**src/verilog/dma_attach_defs.svh**
```systemverilog
// dma attachment shared widths
// stream data, byte enable, pipeline sideband and packet size fields

`ifndef DMA_ATTACH_DEFS_SVH
`define DMA_ATTACH_DEFS_SVH

// stream data bus width in bits
`define DMA_DATA_WIDTH 512

// one keep bit per data byte
`define DMA_KEEP_WIDTH (`DMA_DATA_WIDTH / 8)

// pipeline sideband, holds size, src, dst and a reserved remainder
`define PIPE_TUSER_WIDTH 128

// host byte count carried with each packet
`define DMA_SIZE_WIDTH 16

// width of a one-hot port field in tuser
`define DMA_PORT_WIDTH 8

`endif

```
**src/verilog/dma_attach_pkg.sv**
```systemverilog
// dma attachment types
// port numbers, pipeline sideband layout and FSM state encodings
`default_nettype none

`include "dma_attach_defs.svh"

package dma_attach_pkg;

  // one-hot interface numbers as seen by the pipeline
  typedef enum logic [`DMA_PORT_WIDTH-1:0] {
    IF_CMAC0 = 8'h01,
    IF_QDMA0 = 8'h02,
    IF_CMAC1 = 8'h04,
    IF_QDMA1 = 8'h08
  } if_num_e;

  // pipeline tuser, lowest field first from the bottom
  typedef struct packed {
    logic [`PIPE_TUSER_WIDTH-`DMA_SIZE_WIDTH-2*`DMA_PORT_WIDTH-1:0] reserved;
    logic [`DMA_PORT_WIDTH-1:0]                                     dst_port;
    logic [`DMA_PORT_WIDTH-1:0]                                     src_port;
    logic [`DMA_SIZE_WIDTH-1:0]                                     size;
  } pipe_tuser_t;

  typedef enum logic [1:0] {ARB_IDLE, ARB_Q0, ARB_Q1} arb_state_e;

  typedef enum logic {STEER_IDLE, STEER_PKT} steer_state_e;

endpackage

`default_nettype wire

```
**src/verilog/pipe_stream_if.sv**
```systemverilog
// pipeline stream interface
// valid/ready packet stream with the pipeline tuser sideband
`timescale 1ns/1ps
`default_nettype none

`include "dma_attach_defs.svh"

interface pipe_stream_if;

  logic [`DMA_DATA_WIDTH-1:0]  tdata;
  logic [`DMA_KEEP_WIDTH-1:0]  tkeep;
  dma_attach_pkg::pipe_tuser_t tuser;
  logic                        tlast;
  logic                        tvalid;
  logic                        tready;

  // beat producer
  modport source (
    output tdata, tkeep, tuser, tlast, tvalid,
    input  tready
  );

  // beat consumer
  modport sink (
    input  tdata, tkeep, tuser, tlast, tvalid,
    output tready
  );

endinterface

`default_nettype wire

```
**src/verilog/h2c_arbiter.sv**
```systemverilog
// host-to-card merge
// packet-level round-robin of two host queues onto the pipeline,
// tagging tuser with the queue's interface number and byte count
`timescale 1ns/1ps
`default_nettype none

`include "dma_attach_defs.svh"

module h2c_arbiter (
  input  logic                       axis_aclk,
  input  logic                       axis_rst,

  input  logic [`DMA_DATA_WIDTH-1:0] h2c_0_tdata,
  input  logic [`DMA_KEEP_WIDTH-1:0] h2c_0_tkeep,
  input  logic                       h2c_0_tlast,
  input  logic [`DMA_SIZE_WIDTH-1:0] h2c_0_tsize,
  input  logic                       h2c_0_tvalid,
  output logic                       h2c_0_tready,

  input  logic [`DMA_DATA_WIDTH-1:0] h2c_1_tdata,
  input  logic [`DMA_KEEP_WIDTH-1:0] h2c_1_tkeep,
  input  logic                       h2c_1_tlast,
  input  logic [`DMA_SIZE_WIDTH-1:0] h2c_1_tsize,
  input  logic                       h2c_1_tvalid,
  output logic                       h2c_1_tready,

  pipe_stream_if.source              pipe
);

  dma_attach_pkg::arb_state_e  state;
  dma_attach_pkg::arb_state_e  state_nxt;
  dma_attach_pkg::pipe_tuser_t tuser_c;
  logic                        last_q1;
  logic                        sel_q1;

  // grant choice and release on the tlast transfer
  always_comb begin
    state_nxt = state;
    case (state)
      dma_attach_pkg::ARB_IDLE: begin
        // the queue not served last wins a tie
        if (h2c_0_tvalid && (!h2c_1_tvalid || last_q1)) begin
          state_nxt = dma_attach_pkg::ARB_Q0;
        end else if (h2c_1_tvalid) begin
          state_nxt = dma_attach_pkg::ARB_Q1;
        end
      end
      dma_attach_pkg::ARB_Q0: begin
        if (h2c_0_tvalid && pipe.tready && h2c_0_tlast) begin
          state_nxt = dma_attach_pkg::ARB_IDLE;
        end
      end
      dma_attach_pkg::ARB_Q1: begin
        if (h2c_1_tvalid && pipe.tready && h2c_1_tlast) begin
          state_nxt = dma_attach_pkg::ARB_IDLE;
        end
      end
      default: state_nxt = dma_attach_pkg::ARB_IDLE;
    endcase
  end

  always_ff @(posedge axis_aclk) begin
    if (axis_rst) begin
      state   <= dma_attach_pkg::ARB_IDLE;
      last_q1 <= 1'b1;
    end else begin
      state <= state_nxt;
      // remember who got the grant for the next tie
      if (state == dma_attach_pkg::ARB_IDLE && state_nxt != dma_attach_pkg::ARB_IDLE) begin
        last_q1 <= (state_nxt == dma_attach_pkg::ARB_Q1);
      end
    end
  end

  assign sel_q1 = (state == dma_attach_pkg::ARB_Q1);

  // sideband tag, dst and reserved stay zero
  always_comb begin
    tuser_c          = '0;
    tuser_c.size     = sel_q1 ? h2c_1_tsize : h2c_0_tsize;
    tuser_c.src_port = sel_q1 ? dma_attach_pkg::IF_QDMA1 : dma_attach_pkg::IF_QDMA0;
  end

  // granted queue straight through, no register on the path
  assign pipe.tdata  = sel_q1 ? h2c_1_tdata : h2c_0_tdata;
  assign pipe.tkeep  = sel_q1 ? h2c_1_tkeep : h2c_0_tkeep;
  assign pipe.tlast  = sel_q1 ? h2c_1_tlast : h2c_0_tlast;
  assign pipe.tuser  = tuser_c;
  assign pipe.tvalid = (state == dma_attach_pkg::ARB_Q0 && h2c_0_tvalid) ||
                       (state == dma_attach_pkg::ARB_Q1 && h2c_1_tvalid);

  // back-pressure reaches only the granted queue
  assign h2c_0_tready = (state == dma_attach_pkg::ARB_Q0) && pipe.tready;
  assign h2c_1_tready = (state == dma_attach_pkg::ARB_Q1) && pipe.tready;

endmodule

`default_nettype wire

```
**src/flat_wrapper.sv**
```systemverilog
// flat-port wrapper written by rule: the top's interface ports become plain ports
module h2c_arbiter_flat 
  (axis_aclk, axis_rst, h2c_0_tdata, h2c_0_tkeep, h2c_0_tlast, h2c_0_tsize, h2c_0_tvalid, h2c_0_tready, h2c_1_tdata, h2c_1_tkeep, h2c_1_tlast, h2c_1_tsize, h2c_1_tvalid, h2c_1_tready, pipe_tdata, pipe_tkeep, pipe_tuser, pipe_tlast, pipe_tvalid, pipe_tready);
  pipe_stream_if pipe_i ();
  input  logic axis_aclk;
  input  logic axis_rst;
  input  logic [`DMA_DATA_WIDTH-1:0] h2c_0_tdata;
  input  logic [`DMA_KEEP_WIDTH-1:0] h2c_0_tkeep;
  input  logic h2c_0_tlast;
  input  logic [`DMA_SIZE_WIDTH-1:0] h2c_0_tsize;
  input  logic h2c_0_tvalid;
  output logic h2c_0_tready;
  input  logic [`DMA_DATA_WIDTH-1:0] h2c_1_tdata;
  input  logic [`DMA_KEEP_WIDTH-1:0] h2c_1_tkeep;
  input  logic h2c_1_tlast;
  input  logic [`DMA_SIZE_WIDTH-1:0] h2c_1_tsize;
  input  logic h2c_1_tvalid;
  output logic h2c_1_tready;
  output wire logic [$bits(pipe_i.tdata)-1:0] pipe_tdata;
  output wire logic [$bits(pipe_i.tkeep)-1:0] pipe_tkeep;
  output wire logic [$bits(pipe_i.tuser)-1:0] pipe_tuser;
  output wire logic [$bits(pipe_i.tlast)-1:0] pipe_tlast;
  output wire logic [$bits(pipe_i.tvalid)-1:0] pipe_tvalid;
  input wire logic [$bits(pipe_i.tready)-1:0] pipe_tready;
  assign pipe_tdata = pipe_i.tdata;
  assign pipe_tkeep = pipe_i.tkeep;
  assign pipe_tuser = pipe_i.tuser;
  assign pipe_tlast = pipe_i.tlast;
  assign pipe_tvalid = pipe_i.tvalid;
  assign pipe_i.tready = pipe_tready;
  h2c_arbiter u_core (.axis_aclk(axis_aclk), .axis_rst(axis_rst), .h2c_0_tdata(h2c_0_tdata), .h2c_0_tkeep(h2c_0_tkeep), .h2c_0_tlast(h2c_0_tlast), .h2c_0_tsize(h2c_0_tsize), .h2c_0_tvalid(h2c_0_tvalid), .h2c_0_tready(h2c_0_tready), .h2c_1_tdata(h2c_1_tdata), .h2c_1_tkeep(h2c_1_tkeep), .h2c_1_tlast(h2c_1_tlast), .h2c_1_tsize(h2c_1_tsize), .h2c_1_tvalid(h2c_1_tvalid), .h2c_1_tready(h2c_1_tready), .pipe(pipe_i));
endmodule
```
**config.mk**
```make
export PLATFORM = sky130hd
export DESIGN_NAME = h2c_arbiter_flat
export DESIGN_NICKNAME = d
export VERILOG_FILES = /design/src/verilog/dma_attach_pkg.sv /design/src/verilog/pipe_stream_if.sv /design/src/verilog/h2c_arbiter.sv /design/src/flat_wrapper.sv
export VERILOG_INCLUDE_DIRS = /design/src /design/src/verilog
export SDC_FILE = /design/constraint.sdc
export NUM_CORES = 1
export LEC_CHECK = 0
export BUFFER_PORTS_ARGS = -buffer_cell sky130_fd_sc_hd__buf_4
export CELL_PAD_IN_SITES_DETAIL_PLACEMENT = 0
export CELL_PAD_IN_SITES_GLOBAL_PLACEMENT = 1
export CORE_AREA = 2 2 736 738
export DETAILED_ROUTE_END_ITERATION = 8
export DIE_AREA = 0 0 738 740
export GPL_TIMING_DRIVEN = 1
export PLACE_DENSITY = 0.34
export SLEW_MARGIN = 20
export SYNTH_ARGS = -nofsm -noshare
export SYNTH_HDL_FRONTEND = slang
export SYNTH_SLANG_ARGS = --single-unit
export TNS_END_PERCENT = 5
```
**constraint.sdc**
```tcl
create_clock -name axis_aclk -period 4.88 [get_ports axis_aclk]
set_clock_uncertainty 0.2 [all_clocks]
set_input_delay 0.732 -clock axis_aclk [delete_from_list [all_inputs] [get_ports axis_aclk]]
set_output_delay 0.732 -clock axis_aclk [all_outputs]
set_load 0.05 [all_outputs]
```
==> flow_metrics.tcl <==
set metrics [dict create \
    outcome "completed" \
    gp_congestion 0.9347 \
    start_util_pct 1.599 \
    fmax_mhz 243.7 \
    finalSetupTns_ns 0 \
    holdWs_ns 0.3287 \
    ios 1899 \
    setup_viol 0 \
    avgSynthCellArea_um2 4.209 \
    core_mm2 0.5388 \
    slew_violations 0 \
    final_common_cell "buf_4" \
    track_usage_pct 13.15 \
    drtIter0Drc 1436 \
    postRouteAntennaNets 0 \
    cts_made_buffers 3 \
    hold_viol 0 \
    antenna_found_initial 292 \
    cts_resized 0 \
    io_buffers 1788 \
    rsz0062_at_grt "no" \
    mostFrequentLayoutCells "1,833 x buf_4, 1,784 x nand2_1, 110 x conb_1" \
    hold_buffers 0 \
    viasPerCell 1.930 \
    start_kind "flip-flop" \
    yosys_warnings 0 \
    cts_htree_levels 1 \
    grt_pass1_wl_mm 419.4 \
    clk_pin_slew_ns 0.03 \
    synth_cell_types 19 \
    synth.cell_area_mm2 0.008616 \
    clockRootBuffer "clkbuf_16" \
    max-vdd-ir-drop_uv 82.97 \
    grt-ovfl-total 0 \
    p_leak_uw 0.01443 \
    drt-total-wl_mm 377.0 \
    grt_max_degree 102 \
    drive_above_1_share_pct 49.18 \
    dpl_cell_area_mm2 0.03029 \
    crit_top_cell "buf_12" \
    die_y_um 740 \
    cts_sinks 3 \
    finalNetCount 4954 \
    die_area_mm2 0.5461 \
    required_ns 3.95 \
    rows 270 \
    fillers 64610 \
    cp_cell_sequence "nor2b_4 -> buf_12 -> buf_12 -> buf_12 -> nand2_1 -> nand2_1 -> buf_4" \
    synth-seq-cells 3 \
    synth_cells 2047 \
    clk_latency_ns 0.23 \
    relSlewSlack_pct 30.10 \
    clockBufferDepth 2 \
    stdcell_area_mm2 0.03047 \
    place_hpwl_mm 361.6 \
    crit_type "reg -> out" \
    slowest_stage "nand2_1" \
    hold_path.class "reg -> reg" \
    multiInputGateArea_mm2 0.007201 \
    drc 0 \
    cp.arrival_ns 3.17 \
    worstMarginPinSlew_ns 1.048 \
    vias 21250 \
    pre_cts_slack_ns 0.8592 \
    first_pass_iters 6 \
    drv_cap 0 \
    wire_per_inst_um 34.24 \
    power.density_mw_per_mm2 220.2 \
    post_cts_buffers 0 \
    fin_crit_sh_pct 84.09 \
    regArea_um2 60.06 \
    final.setup.worst_slack_ns 0.7766 \
    slowest_delay_ns 0.75 \
    ys_seq_area_share_pct 0.6971 \
    fin_crit_ns 4.103 \
    synthToLayoutAreaGrowth_pct 253.7 \
    die_x_um 738 \
    cts_tree "done" \
    critPathMaxFanout 84 \
    grt_pass1_vias 21066 \
    worstSetupEndpointType "output pin" \
]
==> power by group <==
part           internal (µW)  switching [µW]
sequential              27.5            3.77
clock                    108            25.1
combinational           1560            4990
total                   1700            5020
==> sequential cells by signal (all words and copies together) (netlist names) <==
register        cells
u_core.state        2
u_core.last_q1      1
==> worst max-delay path, delay by kind of cell (launching register included) <==
family | cells | cell delay (ns)
buffers and inverters | 4 | 1.20
DFF | 1 | 0.41
and+or+nand+nor | 3 | 1.23
==> worst paths after layout <==
check | from | end | slack [ns] | cells after the start
max | u_core.state[1] | pipe_tdata[412] | 0.78 | 7
min | u_core.last_q1 | u_core.last_q1 | 0.33 | 2
max reg2reg | u_core.state[1] | u_core.state[1] | 2.95 | 4
min reg2reg | u_core.last_q1 | u_core.last_q1 | 0.33 | 2
==> cell type report <==
cell class | count | area share, %
Timing Repair Buffer | 1845 | 45.95
Tap cell | 7208 | 29.60
Multi-Input combinational cell | 1909 | 23.63
Antenna cell | 41 | 0.3367
Clock buffer | 4 | 0.2587
Sequential cell | 3 | 0.1971
Inverter | 1 | 0.03695
==> through the flow <==
step | std cells | total power [µW] | util [%]
finish | 11011 | 6711 | 5.655
global route | 10998 | 7170 | 5.649
CTS | 10970 | 6922 | 5.636
detailed placement | 10966 | 6776 | 5.622
global placement | 10966 | 6797 | 5.622
floorplan | 2156 | 2969 | -
==> Yosys cell counts <==
cell	n	area, µm²
clkbuf_1	3	11.26
buf_6	44	495.5
dfxtp_1	3	60.06
nor2_1	4	15.01
a21oi_1	1	5.000
nand3_1	1	5.000
buf_2	84	420.4
nor3_1	1	5.000
nor2b_1	1	6.260
conb_1	1	3.750
nand2b_1	1	6.260
inv_2	1	3.750
nand2_1	1784	6696
nand3b_1	1	7.510
buf_4	112	840.8
a22oi_1	1	7.510
nor4_1	2	12.51
nor3b_1	1	7.510
and2_1	1	6.260
==> logic make-up (layout without fill, tap and decap cells) <==
group,after synthesis,after routing,share of synthesized area [%]
AND/OR/NAND/NOR,1797,1797,78.55
buffers and inverters,244,1850,20.56
flip-flops,3,3,0.6971
AO/OA/AOI/OAI,2,2,0.1452
other,1,151,0.04352
==> metal layers <==
layer	track usage [%]	part of all wire [%]	vias to the layer above	routed length, µm
met5	0	0.14	-	525
met4	3.178	3.4	80	12740
met3	11.49	21	496	77300
met2	19.05	40	1809	149800
met1	14.20	36	9582	136600
li1	-	-	9283	-
No activity file was read; power rests on OpenSTA's default activity.
