$ cat src/verilog/dma_attach_defs.svh
// dma attachment shared widths
// stream data, byte enable, pipeline sideband and packet size fields

`ifndef DMA_ATTACH_DEFS_SVH
`define DMA_ATTACH_DEFS_SVH

// stream data bus width in bits
`define DMA_DATA_WIDTH 512

// one keep bit per data byte
`define DMA_KEEP_WIDTH (`DMA_DATA_WIDTH / 8)

// pipeline sideband, holds size, src, dst and a reserved remainder
`define PIPE_TUSER_WIDTH 128

// host byte count carried with each packet
`define DMA_SIZE_WIDTH 16

// width of a one-hot port field in tuser
`define DMA_PORT_WIDTH 8

`endif

$ cat src/verilog/dma_attach_pkg.sv
// dma attachment types
// port numbers, pipeline sideband layout and FSM state encodings
`default_nettype none

`include "dma_attach_defs.svh"

package dma_attach_pkg;

  // one-hot interface numbers as seen by the pipeline
  typedef enum logic [`DMA_PORT_WIDTH-1:0] {
    IF_CMAC0 = 8'h01,
    IF_QDMA0 = 8'h02,
    IF_CMAC1 = 8'h04,
    IF_QDMA1 = 8'h08
  } if_num_e;

  // pipeline tuser, lowest field first from the bottom
  typedef struct packed {
    logic [`PIPE_TUSER_WIDTH-`DMA_SIZE_WIDTH-2*`DMA_PORT_WIDTH-1:0] reserved;
    logic [`DMA_PORT_WIDTH-1:0]                                     dst_port;
    logic [`DMA_PORT_WIDTH-1:0]                                     src_port;
    logic [`DMA_SIZE_WIDTH-1:0]                                     size;
  } pipe_tuser_t;

  typedef enum logic [1:0] {ARB_IDLE, ARB_Q0, ARB_Q1} arb_state_e;

  typedef enum logic {STEER_IDLE, STEER_PKT} steer_state_e;

endpackage

`default_nettype wire

$ cat src/verilog/pipe_stream_if.sv
// pipeline stream interface
// valid/ready packet stream with the pipeline tuser sideband
`timescale 1ns/1ps
`default_nettype none

`include "dma_attach_defs.svh"

interface pipe_stream_if;

  logic [`DMA_DATA_WIDTH-1:0]  tdata;
  logic [`DMA_KEEP_WIDTH-1:0]  tkeep;
  dma_attach_pkg::pipe_tuser_t tuser;
  logic                        tlast;
  logic                        tvalid;
  logic                        tready;

  // beat producer
  modport source (
    output tdata, tkeep, tuser, tlast, tvalid,
    input  tready
  );

  // beat consumer
  modport sink (
    input  tdata, tkeep, tuser, tlast, tvalid,
    output tready
  );

endinterface

`default_nettype wire

$ cat src/verilog/c2h_steering.sv
// card-to-host steering
// sends each pipeline packet to c2h 0 and/or c2h 1 by its destination
// mask, holding size and source from the first beat to tlast
`timescale 1ns/1ps
`default_nettype none

`include "dma_attach_defs.svh"

module c2h_steering (
  input  logic                       axis_aclk,
  input  logic                       axis_rst,

  pipe_stream_if.sink                pipe,

  output logic [`DMA_DATA_WIDTH-1:0] c2h_0_tdata,
  output logic [`DMA_KEEP_WIDTH-1:0] c2h_0_tkeep,
  output logic                       c2h_0_tlast,
  output logic [`DMA_SIZE_WIDTH-1:0] c2h_0_tsize,
  output logic [`DMA_PORT_WIDTH-1:0] c2h_0_tsrc,
  output logic                       c2h_0_tvalid,
  input  logic                       c2h_0_tready,

  output logic [`DMA_DATA_WIDTH-1:0] c2h_1_tdata,
  output logic [`DMA_KEEP_WIDTH-1:0] c2h_1_tkeep,
  output logic                       c2h_1_tlast,
  output logic [`DMA_SIZE_WIDTH-1:0] c2h_1_tsize,
  output logic [`DMA_PORT_WIDTH-1:0] c2h_1_tsrc,
  output logic                       c2h_1_tvalid,
  input  logic                       c2h_1_tready
);

  dma_attach_pkg::steer_state_e state;
  logic [`DMA_PORT_WIDTH-1:0]   dst_hold;
  logic [`DMA_SIZE_WIDTH-1:0]   size_hold;
  logic [`DMA_PORT_WIDTH-1:0]   src_hold;
  logic                         first_beat;
  logic [`DMA_PORT_WIDTH-1:0]   cur_dst;
  logic [`DMA_SIZE_WIDTH-1:0]   cur_size;
  logic [`DMA_PORT_WIDTH-1:0]   cur_src;
  logic                         sel_0;
  logic                         sel_1;
  logic                         xfer;

  assign first_beat = (state == dma_attach_pkg::STEER_IDLE);
  assign xfer       = pipe.tvalid && pipe.tready;

  // live fields on the first beat, held copies afterwards
  assign cur_dst  = first_beat ? pipe.tuser.dst_port : dst_hold;
  assign cur_size = first_beat ? pipe.tuser.size     : size_hold;
  assign cur_src  = first_beat ? pipe.tuser.src_port : src_hold;

  assign sel_0 = |(cur_dst & dma_attach_pkg::IF_QDMA0);
  assign sel_1 = |(cur_dst & dma_attach_pkg::IF_QDMA1);

  always_ff @(posedge axis_aclk) begin
    if (axis_rst) begin
      state <= dma_attach_pkg::STEER_IDLE;
    end else if (xfer) begin
      state <= pipe.tlast ? dma_attach_pkg::STEER_IDLE : dma_attach_pkg::STEER_PKT;
    end
  end

  // packet metadata, captured on the first transfer
  always_ff @(posedge axis_aclk) begin
    if (xfer && first_beat) begin
      dst_hold  <= pipe.tuser.dst_port;
      size_hold <= pipe.tuser.size;
      src_hold  <= pipe.tuser.src_port;
    end
  end

  // a broadcast beat waits for both queues so each gets it exactly once
  assign pipe.tready = (!sel_0 || c2h_0_tready) && (!sel_1 || c2h_1_tready);

  // unselected mask falls through here and the beat is dropped
  assign c2h_0_tvalid = pipe.tvalid && sel_0 && (!sel_1 || c2h_1_tready);
  assign c2h_1_tvalid = pipe.tvalid && sel_1 && (!sel_0 || c2h_0_tready);

  assign c2h_0_tdata = pipe.tdata;
  assign c2h_0_tkeep = pipe.tkeep;
  assign c2h_0_tlast = pipe.tlast;
  assign c2h_0_tsize = cur_size;
  assign c2h_0_tsrc  = cur_src;

  assign c2h_1_tdata = pipe.tdata;
  assign c2h_1_tkeep = pipe.tkeep;
  assign c2h_1_tlast = pipe.tlast;
  assign c2h_1_tsize = cur_size;
  assign c2h_1_tsrc  = cur_src;

endmodule

`default_nettype wire

$ cat src/flat_wrapper.sv
// flat-port wrapper written by rule: the top's interface ports become plain ports
module c2h_steering_flat 
  (axis_aclk, axis_rst, c2h_0_tdata, c2h_0_tkeep, c2h_0_tlast, c2h_0_tsize, c2h_0_tsrc, c2h_0_tvalid, c2h_0_tready, c2h_1_tdata, c2h_1_tkeep, c2h_1_tlast, c2h_1_tsize, c2h_1_tsrc, c2h_1_tvalid, c2h_1_tready, pipe_tdata, pipe_tkeep, pipe_tuser, pipe_tlast, pipe_tvalid, pipe_tready);
  pipe_stream_if pipe_i ();
  input  logic axis_aclk;
  input  logic axis_rst;
  output logic [`DMA_DATA_WIDTH-1:0] c2h_0_tdata;
  output logic [`DMA_KEEP_WIDTH-1:0] c2h_0_tkeep;
  output logic c2h_0_tlast;
  output logic [`DMA_SIZE_WIDTH-1:0] c2h_0_tsize;
  output logic [`DMA_PORT_WIDTH-1:0] c2h_0_tsrc;
  output logic c2h_0_tvalid;
  input  logic c2h_0_tready;
  output logic [`DMA_DATA_WIDTH-1:0] c2h_1_tdata;
  output logic [`DMA_KEEP_WIDTH-1:0] c2h_1_tkeep;
  output logic c2h_1_tlast;
  output logic [`DMA_SIZE_WIDTH-1:0] c2h_1_tsize;
  output logic [`DMA_PORT_WIDTH-1:0] c2h_1_tsrc;
  output logic c2h_1_tvalid;
  input  logic c2h_1_tready;
  input wire logic [$bits(pipe_i.tdata)-1:0] pipe_tdata;
  input wire logic [$bits(pipe_i.tkeep)-1:0] pipe_tkeep;
  input wire logic [$bits(pipe_i.tuser)-1:0] pipe_tuser;
  input wire logic [$bits(pipe_i.tlast)-1:0] pipe_tlast;
  input wire logic [$bits(pipe_i.tvalid)-1:0] pipe_tvalid;
  output wire logic [$bits(pipe_i.tready)-1:0] pipe_tready;
  assign pipe_i.tdata = pipe_tdata;
  assign pipe_i.tkeep = pipe_tkeep;
  assign pipe_i.tuser = pipe_tuser;
  assign pipe_i.tlast = pipe_tlast;
  assign pipe_i.tvalid = pipe_tvalid;
  assign pipe_tready = pipe_i.tready;
  c2h_steering u_core (.axis_aclk(axis_aclk), .axis_rst(axis_rst), .pipe(pipe_i), .c2h_0_tdata(c2h_0_tdata), .c2h_0_tkeep(c2h_0_tkeep), .c2h_0_tlast(c2h_0_tlast), .c2h_0_tsize(c2h_0_tsize), .c2h_0_tsrc(c2h_0_tsrc), .c2h_0_tvalid(c2h_0_tvalid), .c2h_0_tready(c2h_0_tready), .c2h_1_tdata(c2h_1_tdata), .c2h_1_tkeep(c2h_1_tkeep), .c2h_1_tlast(c2h_1_tlast), .c2h_1_tsize(c2h_1_tsize), .c2h_1_tsrc(c2h_1_tsrc), .c2h_1_tvalid(c2h_1_tvalid), .c2h_1_tready(c2h_1_tready));
endmodule
$ cat config.mk
export PLATFORM = sky130hd
export DESIGN_NAME = c2h_steering_flat
export DESIGN_NICKNAME = d
export VERILOG_FILES = /design/src/verilog/dma_attach_pkg.sv /design/src/verilog/pipe_stream_if.sv /design/src/verilog/c2h_steering.sv /design/src/flat_wrapper.sv
export VERILOG_INCLUDE_DIRS = /design/src /design/src/verilog
export SDC_FILE = /design/constraint.sdc
export NUM_CORES = 1
export LEC_CHECK = 0
export BUFFER_PORTS_ARGS = -buffer_cell sky130_fd_sc_hd__buf_4
export CAP_MARGIN = 30
export CELL_PAD_IN_SITES_DETAIL_PLACEMENT = 1
export CELL_PAD_IN_SITES_GLOBAL_PLACEMENT = 1
export CORE_AREA = 2 2 753 755
export CTS_CLUSTER_SIZE = 30
export DETAILED_ROUTE_END_ITERATION = 8
export DIE_AREA = 0 0 755 757
export GPL_ROUTABILITY_DRIVEN = 0
export PLACE_DENSITY = 0.31
export SYNTH_ARGS = -nofsm -noshare
export SYNTH_HDL_FRONTEND = slang
export SYNTH_SLANG_ARGS = --single-unit
$ cat constraint.sdc
create_clock -name axis_aclk -period 3.4 [get_ports axis_aclk]
set_input_delay 0.68 -clock axis_aclk [delete_from_list [all_inputs] [get_ports axis_aclk]]
set_output_delay 0.68 -clock axis_aclk [all_outputs]
set_load 0.005 [all_outputs]
==> impl_metrics.json <==
{
  "cts.htree.levels": 1,
  "min_delay_worst_endpoint": "u_core.size_hold[6]",
  "vdd.ir_drop.worst_uv": 150,
  "worst_ep_arrival_time_ns": 2.10,
  "synth_top_area_cell": "buf_4",
  "worstSetupPathDepth": 3,
  "timing.final.ws_setup_ns": 0.624,
  "finalWorstPathRequiredPeriod_ns": 2.78,
  "die_area_um2": 572000,
  "final_number_of_hold_violating_endpoints": 0,
  "floorplan.rows": 276,
  "detail_route.first_pass.iterations": 4,
  "drt_drc_violations_left": 0,
  "largest_family_of_logic_cells_by_synthesized_area": "buffers and inverters",
  "post_synth_xor_xnor_area": 0,
  "dpl.cell_count": 7659,
  "synth.yosys.seq_area_share": 0.0798,
  "finalSetupViolCount": 0,
  "max-cap-violations": 0,
  "worst-endpoint-required_ns": 2.72,
  "vias_in_the_first_global_route": 3686,
  "detailroute.via_count": 3924,
  "min_delay_path_depth": 1,
  "synth-seq-cells": 27,
  "timing.final.crit_share": 0.816,
  "wl_per_cell_um": 41.8,
  "yosys-mux-area-fraction": 0.0297,
  "mappedNetlistNets": 1957,
  "result_of_the_run": "finished, final reports clean",
  "drive_gt1_frac": 0.777,
  "hold_class": "input pin to flip-flop",
  "synth_compound_area_frac": 0.00274,
  "grt_start_max_net_pins": 27,
  "crit_top_cell": "buf_4",
  "cts.repair.resized": 0,
  "post_cts_buffers": 0,
  "worst-path-max-fanout": 20,
  "detail_route.vias_per_cell": 0.512,
  "tightestPinTransition_ns": 0.627,
  "clock_tree.buffer_depth": 2,
  "flow.area_growth_from_synthesis_pct": 12.8,
  "net_total_in_the_final_layout": 868,
  "cts.sinks": 27,
  "max_clock_freq_mhz": 360,
  "path_buf_inv": 2,
  "setup_repair_after_global_routing_missed_its_margin": "no",
  "worst_setup_hold_path_clk_slew_ns": 0.07,
  "critical-path-max-stage-delay_ns": 0.69,
  "final-instance-count-excl-fill": 7666,
  "synthCells": 1247,
  "post_synth_instance_area_um2": 10000,
  "tritoncts": "done",
  "timing.critical_path.cells": "buf_4 > mux2_2 > buf_4",
  "drt_iter0_markers": 182,
  "io_buffer_count": 84,
  "die_h_um": 757,
  "reg2regPathDepth": 4,
  "clockRootBuffer": "clkbuf_16",
  "place_area_um2": 11200,
  "die_w_um": 755,
  "endpoint_kind_of_the_worst_setup_timing_path": "output port",
  "synthesis.yosys.warnings": 0,
  "criticalPathCategory": "flip-flop to output port",
  "worst_setup_path_start_kind": "flip-flop",
  "r2r-end": "u_core.size_hold[14]",
  "worst_slew_margin_rel": 0.582,
  "first_pass_grt_wire_length_mm": 333,
  "yosys.area_share.adder": 0,
  "finalMaxSlewViolations": 0,
  "number_of_antenna_violations_at_the_first_check_in_global_routing": 19,
  "fin_total_pwr_mw": 1.12,
  "cp_slowest_cell": "dfxtp_2",
  "clock-skew-final_ns": 0.00602,
  "ioPinCount": 1915,
  "grt_overflow_total": 0,
  "clock_latency_ns": 0.26,
  "hp-start": "pipe_tuser[6]",
  "grt_util_all_layers": 0.107,
  "final_area_um2": 11300,
  "regToRegStartpoint": "u_core.state",
  "totalWireLength_mm": 320,
  "final_antenna_net_count": 0,
  "initial_core_util": 0.0178,
  "filler_cell_count": 67321,
  "cts-buffers-inserted": 3,
  "post_synth_and_or_nand_nor_area_fraction": 0.00424,
  "netlist-cell-type-count": 16,
  "yosys.area.top_type_share": 0.881,
  "synth_area_leaders": "buf_4 88%, edfxtp_1 7.8%, mux2_2 2.7%",
  "worst-r2r-setup-slack_ns": 1.40,
  "critical-path-top-delay-family": "flip-flops",
  "syn-mean-instance-area_um2": 8.05,
  "cts_hold_buffers": 0,
  "place_worst_setup_slack_ns": 0.799,
  "power.static_leakage_nw": 0.847,
  "power_density_nw_per_um2": 99.3,
  "core-area_um2": 563000
}
## synth_stat cells
| cell | count |
|---|---|
| o21ai_2 | 1 |
| mux2_2 | 24 |
| edfxtp_1 | 26 |
| mux2i_2 | 2 |
| dfxtp_1 | 1 |
| nor2_2 | 1 |
| buf_2 | 2 |
| nor3_1 | 1 |
| buf_6 | 1 |
| inv_1 | 2 |
| buf_4 | 1178 |
| nor2_1 | 3 |
| a31o_2 | 1 |
| nand2b_1 | 2 |
| o311a_1 | 1 |
| nor3b_1 | 1 |
## metrics by stage
| step | setup TNS, ns | hold WS [ns] | utilization |
|---|---|---|---|
| 6_report | 0 | 0.600 | 0.0201 |
| 5_1_grt | 0 | 0.593 | 0.0201 |
| 4_1_cts | 0 | 0.591 | 0.0201 |
| 3_5_place_dp | 0 | 0.782 | 0.0199 |
| 3_3_place_gp | -0.210 | 0.778 | 0.0199 |
| 2_1_floorplan | 0 | 0.697 | - |
## per-layer routing
| layer | vias to the layer above | track usage | wire length [um] |
|---|---|---|---|
| met5 | - | 0.0104 | 791 |
| met4 | 6 | 0.0463 | 17000 |
| met3 | 347 | 0.233 | 148000 |
| met2 | 2208 | 0.161 | 135000 |
| met1 | 917 | 0.0195 | 20200 |
| li1 | 446 | - | - |
## cells in the final DEF, fill, tap and decap left out
cell and instances:
buf_4 86, edfxtp_1 26, mux2_2 24, diode_2 3, nor2_1 3, clkbuf_16 3, mux2i_2 2, inv_1 2
nand2b_1 2, nor2_2 1, o21ai_2 1, nor3_2 1, nor3b_2 1, a31o_2 1, o311a_1 1, clkbuf_1 1
dfxtp_2 1, buf_6 1
## worst max path at each step
stage,from,endpoint,slack [ns]
after floorplan,pipe_tuser[25],u_core.dst_hold[1],0.19
after global placement,u_core.state,c2h_0_tvalid,-0.21
after detailed placement,u_core.state,c2h_0_tsrc[5],0.80
after CTS,u_core.state,c2h_0_tsrc[5],0.50
after global routing,u_core.state,c2h_0_tsrc[5],0.48
final,u_core.state,c2h_0_tsrc[5],0.62
## power by group
group | switching [mW] | total [mW] | internal (mW)
clock | 0.110 | 0.270 | 0.160
sequential | 0.0125 | 0.402 | 0.390
combinational | 0.325 | 0.452 | 0.128
## area by class of cell
| type | instances | area, um^2 | share of cell area |
|---|---|---|---|
| diodes | 3 | 7.51 | 0.000663 |
| clock buffers | 4 | 78.8 | 0.00696 |
| inverters | 2 | 7.51 | 0.000663 |
| multi-input cells | 37 | 378 | 0.0334 |
| flip-flops and latches | 27 | 802 | 0.0708 |
| well taps | 7506 | 9390 | 0.829 |
| repair buffers | 87 | 657 | 0.0580 |
## cell families (layout without fill, tap and decap cells)
| logic type | Yosys count | count (layout) |
|---|---|---|
| other cells | 0 | 3 |
| simple gates | 8 | 8 |
| flops | 27 | 27 |
| mux | 26 | 26 |
| buf+inv | 1183 | 93 |
| compound gates | 3 | 3 |
## flip-flops by register name, indices dropped and copies added, names as in the netlist
register and flops:
u_core.size_hold 16, u_core.src_hold 8, u_core.dst_hold 2, u_core.state 1
No activity file was read; power rests on OpenSTA's default activity.
